===== src/hdl/afi_read_path_pkg.sv =====
package afi_read_path_pkg;

	// ************************************************************
	// Interface geometry
	// ************************************************************

	// DQ pins and read strobe groups on the memory side
	localparam int MEM_DQ_WIDTH = 16;
	localparam int MEM_READ_DQS_WIDTH = 2;
	localparam int DQ_GROUP_WIDTH = 8;

	// Half rate core, so every AFI cycle carries two phases and four beats
	localparam int AFI_RATE_RATIO = 2;
	localparam int NUM_TIMESLOTS = 4;
	localparam int AFI_DATA_WIDTH = 64;

	// One termination control per strobe per phase
	localparam int AFI_DQS_WIDTH = 4;

	// ************************************************************
	// Read latency and termination window
	// ************************************************************

	// The delay line is deep enough for any value of the 4-bit counter
	localparam int MAX_READ_LATENCY = 16;
	localparam int LAT_COUNT_WIDTH = 4;

	// Memory read latency in memory clock cycles
	localparam int MEM_T_RL = 11;

	// Termination window in AFI cycles, derived from the read latency
	localparam int OCT_ON_DELAY = (MEM_T_RL > 4) ? ((MEM_T_RL - 4) / 2) : 0;
	localparam int OCT_OFF_DELAY = (MEM_T_RL + 6) / 2;

	// Vector types for widths that carry a meaning
	typedef logic [AFI_DATA_WIDTH-1:0] afi_data_t;
	typedef logic [DQ_GROUP_WIDTH-1:0] dq_slice_t;
	typedef logic [LAT_COUNT_WIDTH-1:0] lat_count_t;
	typedef logic [AFI_RATE_RATIO-1:0] rate_vec_t;
	typedef logic [AFI_DQS_WIDTH-1:0] oct_vec_t;
	typedef logic [MAX_READ_LATENCY-1:0] lat_taps_t;

	// Read command as seen from the controller, one bit per AFI phase
	typedef struct packed {
		rate_vec_t rdata_en;
		rate_vec_t rdata_en_full;
	} afi_read_cmd_t;

endpackage

===== src/hdl/afi_read_path.sv =====
`timescale 1ns/1ps

// AFI-side read datapath of the DDR3 PHY.
// The read FIFOs sit in the I/O block, so the captured data arrives already in
// the AFI clock domain and only needs reordering here.
// The module also delays the read enable into the read valid and drives
// the on-die termination control around each read.
module afi_read_path
	import afi_read_path_pkg::*;
(
	input  logic        pll_afi_clk,
	input  logic        reset_n_afi_clk,
	input  rate_vec_t   afi_rdata_en_i,
	input  rate_vec_t   afi_rdata_en_full_i,
	input  lat_count_t  seq_read_latency_counter_i,
	input  afi_data_t   ddio_phy_dq_i,
	output afi_data_t   afi_rdata_o,
	output afi_data_t   phy_mux_read_fifo_q_o,
	output rate_vec_t   afi_rdata_valid_o,
	output oct_vec_t    force_oct_off_o
);

	// Width of one DQS group across all time slots of an AFI cycle
	localparam int GROUP_DATA_WIDTH = NUM_TIMESLOTS * DQ_GROUP_WIDTH;

	// Read command from the controller
	afi_read_cmd_t read_cmd;

	// Delay line contents handed to the valid selector
	lat_taps_t taps;

	assign read_cmd.rdata_en = afi_rdata_en_i;
	assign read_cmd.rdata_en_full = afi_rdata_en_full_i;

	// ************************************************************
	// Read valid path
	// ************************************************************

	rdata_en_delay_line u_delay_line (
		.pll_afi_clk     (pll_afi_clk),
		.reset_n_afi_clk (reset_n_afi_clk),
		.rdata_en_i      (read_cmd.rdata_en),
		.taps_o          (taps)
	);

	// One selector serves all groups since they share the latency counter
	read_valid_select u_valid_select (
		.pll_afi_clk       (pll_afi_clk),
		.reset_n_afi_clk   (reset_n_afi_clk),
		.taps_i            (taps),
		.latency_count_i   (seq_read_latency_counter_i),
		.afi_rdata_valid_o (afi_rdata_valid_o)
	);

	// ************************************************************
	// Termination control
	// ************************************************************

	oct_control u_oct_control (
		.pll_afi_clk     (pll_afi_clk),
		.reset_n_afi_clk (reset_n_afi_clk),
		.rdata_en_full_i (read_cmd.rdata_en_full),
		.force_oct_off_o (force_oct_off_o)
	);

	// ************************************************************
	// Read data mapping
	// ************************************************************

	// The DDIO bus is ordered by DQS group and sub-ordered by time slot.
	// The AFI bus is ordered by time slot and sub-ordered by DQS group.
	// The sequencer bus goes back to group-major order, built from the AFI bus
	for (genvar k = 0; k < MEM_READ_DQS_WIDTH; k++)
	begin : g_group
		for (genvar t = 0; t < NUM_TIMESLOTS; t++)
		begin : g_slot
			// Group k in time slot t as captured by the DDIO
			dq_slice_t ddio_slice;

			// Same beat as seen on the AFI side
			dq_slice_t afi_slice;

			assign ddio_slice = ddio_phy_dq_i[GROUP_DATA_WIDTH*k + DQ_GROUP_WIDTH*t +: DQ_GROUP_WIDTH];

			// Time-slot-major placement for the controller
			assign afi_rdata_o[MEM_DQ_WIDTH*t + DQ_GROUP_WIDTH*k +: DQ_GROUP_WIDTH] = ddio_slice;

			// Pick the beat back out of the AFI bus for calibration
			assign afi_slice = afi_rdata_o[MEM_DQ_WIDTH*t + DQ_GROUP_WIDTH*k +: DQ_GROUP_WIDTH];
			assign phy_mux_read_fifo_q_o[GROUP_DATA_WIDTH*k + DQ_GROUP_WIDTH*t +: DQ_GROUP_WIDTH] =
				afi_slice;
		end
	end

endmodule


===== src/hdl/oct_control.sv =====
`timescale 1ns/1ps

// On-die termination control for reads.
// Keeps a short history of the full read enable and forces termination on
// for the window in which the read burst comes back from the memory.
module oct_control
	import afi_read_path_pkg::*;
(
	input  logic       pll_afi_clk,
	input  logic       reset_n_afi_clk,
	input  rate_vec_t  rdata_en_full_i,
	output oct_vec_t   force_oct_off_o
);

	// ************************************************************
	// Read enable history
	// ************************************************************

	// Bit j holds the full enable from j+1 edges before the current one
	logic [OCT_OFF_DELAY-1:0] hist_q;

	// History with the live input prepended as bit 0
	logic [OCT_OFF_DELAY:0] hist_ext;

	// High while any read in the window is still returning data
	logic oct_window;

	// Registered termination control, one bit per strobe per phase
	oct_vec_t force_q;

	// Phase 0 of the full enable covers the whole AFI cycle in half rate
	assign hist_ext = {hist_q, rdata_en_full_i[0]};

	// The window opens OCT_ON_DELAY cycles after the read enable and closes
	// OCT_OFF_DELAY cycles after it, wrapped around the returning burst.
	// The output register below is the first cycle of that count
	assign oct_window = |hist_ext[OCT_OFF_DELAY:OCT_ON_DELAY];

	always_ff @(posedge pll_afi_clk or negedge reset_n_afi_clk)
	begin
		if (!reset_n_afi_clk)
		begin
			hist_q <= '0;
			force_q <= '0;
		end
		else
		begin
			// The oldest entry drops off the top
			hist_q <= hist_ext[OCT_OFF_DELAY-1:0];

			// Low keeps termination on, high lets the I/O turn it off
			force_q <= {AFI_DQS_WIDTH{~oct_window}};
		end
	end

	// All strobes share the same window
	assign force_oct_off_o = force_q;

endmodule


===== src/hdl/read_valid_select.sv =====
`timescale 1ns/1ps

// Read valid selector.
// Picks the delay line tap given by the calibrated latency counter and turns
// it into the registered AFI read valid, one bit per AFI phase.
module read_valid_select
	import afi_read_path_pkg::*;
(
	input  logic        pll_afi_clk,
	input  logic        reset_n_afi_clk,
	input  lat_taps_t   taps_i,
	input  lat_count_t  latency_count_i,
	output rate_vec_t   afi_rdata_valid_o
);

	// ************************************************************
	// Tap selection stage
	// ************************************************************

	// Registered copy of the selected tap
	logic sel_q;

	// Registered read valid that leaves the block
	rate_vec_t valid_q;

	// The counter is set by calibration and is held steady while reads are
	// in flight, so the mux select does not change under a live token.
	// The 4-bit counter spans every tap of the 16-deep line
	always_ff @(posedge pll_afi_clk or negedge reset_n_afi_clk)
	begin
		if (!reset_n_afi_clk)
		begin
			sel_q <= 1'b0;
		end
		else
		begin
			// One cycle after the tap reaches the selected depth
			sel_q <= taps_i[latency_count_i];
		end
	end

	// ************************************************************
	// Output stage
	// ************************************************************

	// This register must be kept as its own flop and never merged with a
	// look-alike register elsewhere.
	// Timing constraint scripts find the AFI clock domain through it
	always_ff @(posedge pll_afi_clk or negedge reset_n_afi_clk)
	begin
		if (!reset_n_afi_clk)
		begin
			valid_q <= '0;
		end
		else
		begin
			// Every DQS group shares one latency, so a single bit drives
			// all AFI phases of the valid
			valid_q <= {AFI_RATE_RATIO{sel_q}};
		end
	end

	// A token at the enable input shows up here latency plus two cycles later
	assign afi_rdata_valid_o = valid_q;

endmodule


===== src/hdl/rdata_en_delay_line.sv =====
`timescale 1ns/1ps

// Latency shift register for the read enable.
// Each tap holds the read enable as it was a fixed number of AFI cycles ago,
// so the valid selector can pick any calibrated read latency from it.
module rdata_en_delay_line
	import afi_read_path_pkg::*;
(
	input  logic       pll_afi_clk,
	input  logic       reset_n_afi_clk,
	input  rate_vec_t  rdata_en_i,
	output lat_taps_t  taps_o
);

	// ************************************************************
	// Token shift register
	// ************************************************************

	// Tap k holds the enable sampled k edges before the newest one
	lat_taps_t taps_q;

	// In half rate one AFI cycle of read enable returns two beats per phase,
	// and the controller always raises both phases together.
	// Phase 0 therefore stands for both phase tokens
	logic token_in;

	assign token_in = rdata_en_i[0];

	// The register shifts every cycle whether or not a read is in flight.
	// An idle cycle simply pushes a zero token down the line
	always_ff @(posedge pll_afi_clk or negedge reset_n_afi_clk)
	begin
		if (!reset_n_afi_clk)
		begin
			// No tokens are in flight after reset
			taps_q <= '0;
		end
		else
		begin
			// Newest token enters at bit 0 and ages toward the top
			taps_q <= {taps_q[MAX_READ_LATENCY-2:0], token_in};
		end
	end

	// All taps go out in parallel.
	// The selector decides which one matches the calibrated latency
	assign taps_o = taps_q;

	// Bit 0 of the taps is one cycle behind the enable input.
	// The oldest tap is MAX_READ_LATENCY cycles behind it

endmodule


===== config.mk =====
export PLATFORM = sky130hd
export DESIGN_NAME = afi_read_path
export DESIGN_NICKNAME = d
export VERILOG_FILES = /design/src/hdl/afi_read_path_pkg.sv /design/src/hdl/afi_read_path.sv /design/src/hdl/oct_control.sv /design/src/hdl/read_valid_select.sv /design/src/hdl/rdata_en_delay_line.sv
export SDC_FILE = /design/constraint.sdc
export NUM_CORES = 1
export LEC_CHECK = 0
export ABC_AREA = 0
export BUFFER_PORTS_ARGS = -buffer_cell sky130_fd_sc_hd__clkbuf_2
export CORE_AREA = 2 2 80 82
export CTS_CLUSTER_SIZE = 8
export DETAILED_ROUTE_END_ITERATION = 10
export DIE_AREA = 0 0 82 84
export PLACE_DENSITY = 0.77
export SLEW_MARGIN = 20
export SYNTH_ARGS = -nofsm -noshare
export SYNTH_HDL_FRONTEND = slang
export SYNTH_SLANG_ARGS = --single-unit

===== constraint.sdc =====
create_clock -name pll_afi_clk -period 1.8 [get_ports pll_afi_clk]
set_clock_uncertainty 0.1 [all_clocks]
set_input_delay 0.36 -clock pll_afi_clk [delete_from_list [all_inputs] [get_ports pll_afi_clk]]
set_output_delay 0.36 -clock pll_afi_clk [all_outputs]
set_load 0.05 [all_outputs]

# Yosys cells after proc, flatten, opt, wreduce, memory -nomap -nowiden
# Index checks and enable logic that the tools add are counted.
# Widths: inputs -> output; s select.
# totals
regBits	27
output_inout_bits	134
word_cells	10
# classes
reduce_logical	1
n_bitwise	1
order_cmp	1
mux	2
# op_table
cell	n
$reduce_or 6->1	1
$lt 4x5->1 const B	1
$bmux 1 s4	1
$mux 1	1
$not 1->1	1

# Depth between registers and ports, before layout
# depth
depth_word	2
mapped_depth	3

# Hierarchy
# A second synthesis with hierarchy kept.
# hier_totals
cells_unflattened	168
area_unflattened_um2	1819.2
# modules_own_cells
module	seq_area_each_um2	cells_each	area_per_inst_um2	n_inst
afi_read_path	0.0	128	960.9	1
rdata_en_delay_line	400.4	16	400.4	1
oct_control	225.2	14	265.3	1
read_valid_select	50.0	10	192.7	1

# Worst setup path after synthesis
# OpenSTA, ideal clock, no wires.
# synth_path
kind	register -> output
startpoint	register u_oct_control.force_oct_off_o[0] (netlist name)
endpoint	output port force_oct_off_o[1]
path_stages_with_launch	2
required_time_ns	1.340
slack_ns	0.417
t_arrival_ns	0.923
cell_sequence	dfrtp_1 > buf_4
# synth_rtl
element	line	rtl
end, declared	afi_read_path.sv:20	output oct_vec_t force_oct_off_o
# No word-level cell between the ends.

# Worst setup path in the final report
# layout_path
startpoint	register u_valid_select.afi_rdata_valid_o[0] (netlist name)
endpoint	output port afi_rdata_valid_o[1]
# layout_rtl
element	line	rtl
end, declared	afi_read_path.sv:19	output rate_vec_t afi_rdata_valid_o,
# No word-level cell between the ends.

==> flow_metrics.py <==
metrics = {
    "global_route": {
        "antenna_found_initial": 0,
        "overflow": 0,
        "grt_pass1_wl_um": 4650,
        "grt_usage": 0.101,
        "grt_pass1_vias": 584,
        "grt_max_degree": 28,
    },
    "yosys": {
        "yosysTopAreaCell": "buf_4",
        "ys_seq_area_frac": 0.372,
        "yosys_warnings": 0,
        "ys_types": 6,
        "ys_ff_latch": 27,
        "synth_area_um2": 1810,
        "synth.area.top_cells": "buf_4 55%, dfrtp_1 37%, mux4_1 5.8%, mux2i_1 1.7%, or4_1 0.41%",
        "synthArstFlopShare": 1.00,
        "ys.flop_type": "dfrtp_1",
        "synth-simple-area-share": 0.00690,
        "synth_top_area_share": 0.546,
        "synth_nets": 242,
        "netlist_instances": 168,
        "yosysMostFrequentCell": "buf_4",
        "synth_compound_area_frac": 0,
        "synth-xor-area-share": 0,
        "synth.area.mux_share": 0.0745,
        "syn_area_per_cell_um2": 10.8,
        "synth_edf_count": 0,
        "synth_top_family_by_area": "buffers and inverters",
        "synthTopCellsByCount": "132 x buf_4, 27 x dfrtp_1, 4 x mux4_1",
        "synth_fa_ha_area_frac": 0,
    },
    "route": {
        "vias_per_cell": 4.25,
        "routed_wl_um": 3770,
        "m1WireLength_um": 759,
        "vias": 553,
        "postRouteAntennaNets": 0,
        "drc": 0,
        "dr_wl_met2_um": 1710,
        "drt_iter0_drc": 4,
        "wl_per_cell_um": 29.0,
        "dr.max_layer_used": "met4",
        "wl_met3_um": 1220,
        "drt-pass1-iter-count": 4,
    },
    "cts": {
        "cts_buffers": 3,
        "cts_setup_buffers": 0,
        "numClockSinks": 27,
        "clk_root_buffer_cell": "clkbuf_8",
        "clock_latency_ps": 260,
        "cts_hold_buf": 0,
        "cts_tree": "done",
        "cts_resized": 0,
        "h-tree-depth": 1,
        "clk_pin_slew_ps": 80,
        "clk_path_buf_depth": 2,
    },
    "layout": {
        "n_fill_cell": 675,
        "syn_to_final_growth_pct": -43.2,
        "regArea_um2": 676,
        "num_antenna_cells": 0,
        "nets": 128,
        "finalNonFillerCells": 130,
        "multi_input_area_um2": 148,
        "fin_util": 0.169,
        "layout-drive-gt1-share": 0.321,
    },
    "placement": {
        "place.gp.congestion": 0.708,
        "port_buffers": 13,
        "place.detailed.hpwl_um": 3210,
        "placed_cells": 126,
    },
    "power": {
        "peakVddDrop_mv": 0.534,
        "power.total_w": 0.00106,
        "power.leakage_nw": 0.460,
        "powerDensity_nw_per_um2": 1030,
    },
    "critical_path": {
        "rrSetupSlack_ps": 460,
        "end_kind": "primary output",
        "crit_cells": 1,
        "critPathTopFamily": "flip-flops",
        "critPathKind": "flop to primary output",
        "cpMaxStageDelayCell": "dfrtp_1",
        "critPathLaunchType": "flop",
        "ff2ff_path_depth": 3,
        "worstSetupEndpoint": "afi_rdata_valid_o[1]",
        "worstPathCellList": "clkbuf_2",
        "required_ps": 1340,
        "r2r_end": "u_valid_select.sel_q",
        "crit_fanout": 2,
        "regToRegStartpoint": "u_delay_line.taps_o[13]",
        "critPathBufInv": 1,
        "crit_path_start": "u_valid_select.afi_rdata_valid_o[0]",
        "critical_path_arrival_ps": 980,
        "cp_slowest_stage_delay_ps": 400,
    },
    "die": {
        "die-area_um2": 6890,
        "die_h_um": 84,
        "core_area_um2": 6100,
        "die_w_um": 82,
        "start_util": 0.298,
        "design.portCount": 208,
        "num_rows": 29,
    },
    "sta": {
        "worst_pin_slew_ps": 631,
        "finalSetupViolations": 0,
        "fmax_mhz": 694,
        "hold_ws_ps": -0.879,
        "rsz0062_at_grt": "false",
        "fin_crit_sh": 0.800,
        "finalCriticalPeriod_ps": 1440,
        "maxSlewHeadroom": 0.579,
        "setup_tns_ps": 0,
        "slew_violations": 0,
        "hold_viol": 7,
    },
    "run": {
        "maxCapViolCount": 0,
    },
    "worst_hold_path": {
        "min_path_type": "primary input to async pin",
    },
    "outcome": {
        "status": "finished with violations",
        "violations": "hold timing",
    },
}
-- report_power, final --
group	switching, W	internal [W]
registers	0.0000170	0.000640
logic	0.0000539	0.0000279
clock network	0.000170	0.000155
total	0.000241	0.000823
-- sequential cells by signal (all words and copies together), names as in the netlist --
| name | count |
|---|---|
| u_delay_line.taps_o | 16 |
| u_valid_select.afi_rdata_valid_o | 1 |
| u_oct_control.force_oct_off_o | 1 |
| u_oct_control.hist_q | 8 |
| u_valid_select.sel_q | 1 |
-- area by class of cell --
class	instances	share of cell area
Clock inverter	1	0.00485
Tap cell	77	0.0934
Multi-Input combinational cell	9	0.143
Sequential cell	27	0.655
Timing Repair Buffer	13	0.0631
Clock buffer	3	0.0400
-- routing by layer --
metal | vias to the layer above | global-route usage
met4 | 0 | 0.0379
met1 | 230 | 0.0698
met3 | 14 | 0.149
met2 | 145 | 0.143
met5 | - | 0
li1 | 164 | -
-- per-stage QoR --
stage	worst slack [ps]	instance area, um2	hold slack (ps)
after CTS	321	1030	19.6
after floorplan	417	1810	-35.6
final	360	1030	-0.879
after global routing	298	1030	41.8
after detailed placement	247	985	236
after global placement	272	985	233
-- worst min path at each step --
stage | from | to | slack, ps | cells past startpoint
final | reset_n_afi_clk | u_delay_line.taps_o[10] | -0.9 | 1
after CTS | reset_n_afi_clk | u_delay_line.taps_o[4] | 20 | 1
after detailed placement | u_oct_control.hist_q[1] | u_oct_control.hist_q[2] | 240 | 0
after global routing | reset_n_afi_clk | u_delay_line.taps_o[8] | 40 | 1
after floorplan | reset_n_afi_clk | u_delay_line.taps_o[0] | -40 | 0
after global placement | u_oct_control.hist_q[0] | u_oct_control.hist_q[1] | 230 | 0
-- logic make-up (layout without fill, tap and decap cells) --
group,after synthesis,after routing
AND/OR/NAND/NOR,2,2
buffers and inverters,132,17
flip-flops,27,27
multiplexers,7,7
-- cell usage in the layout (no fill, tap or decap), drive strengths merged --
master,instances
mux4,4
nor3,1
clkbuf,16
or4,1
dfrtp,27
clkinv,1
mux2i,3
Note: power is estimated with default switching activity, not from simulation.
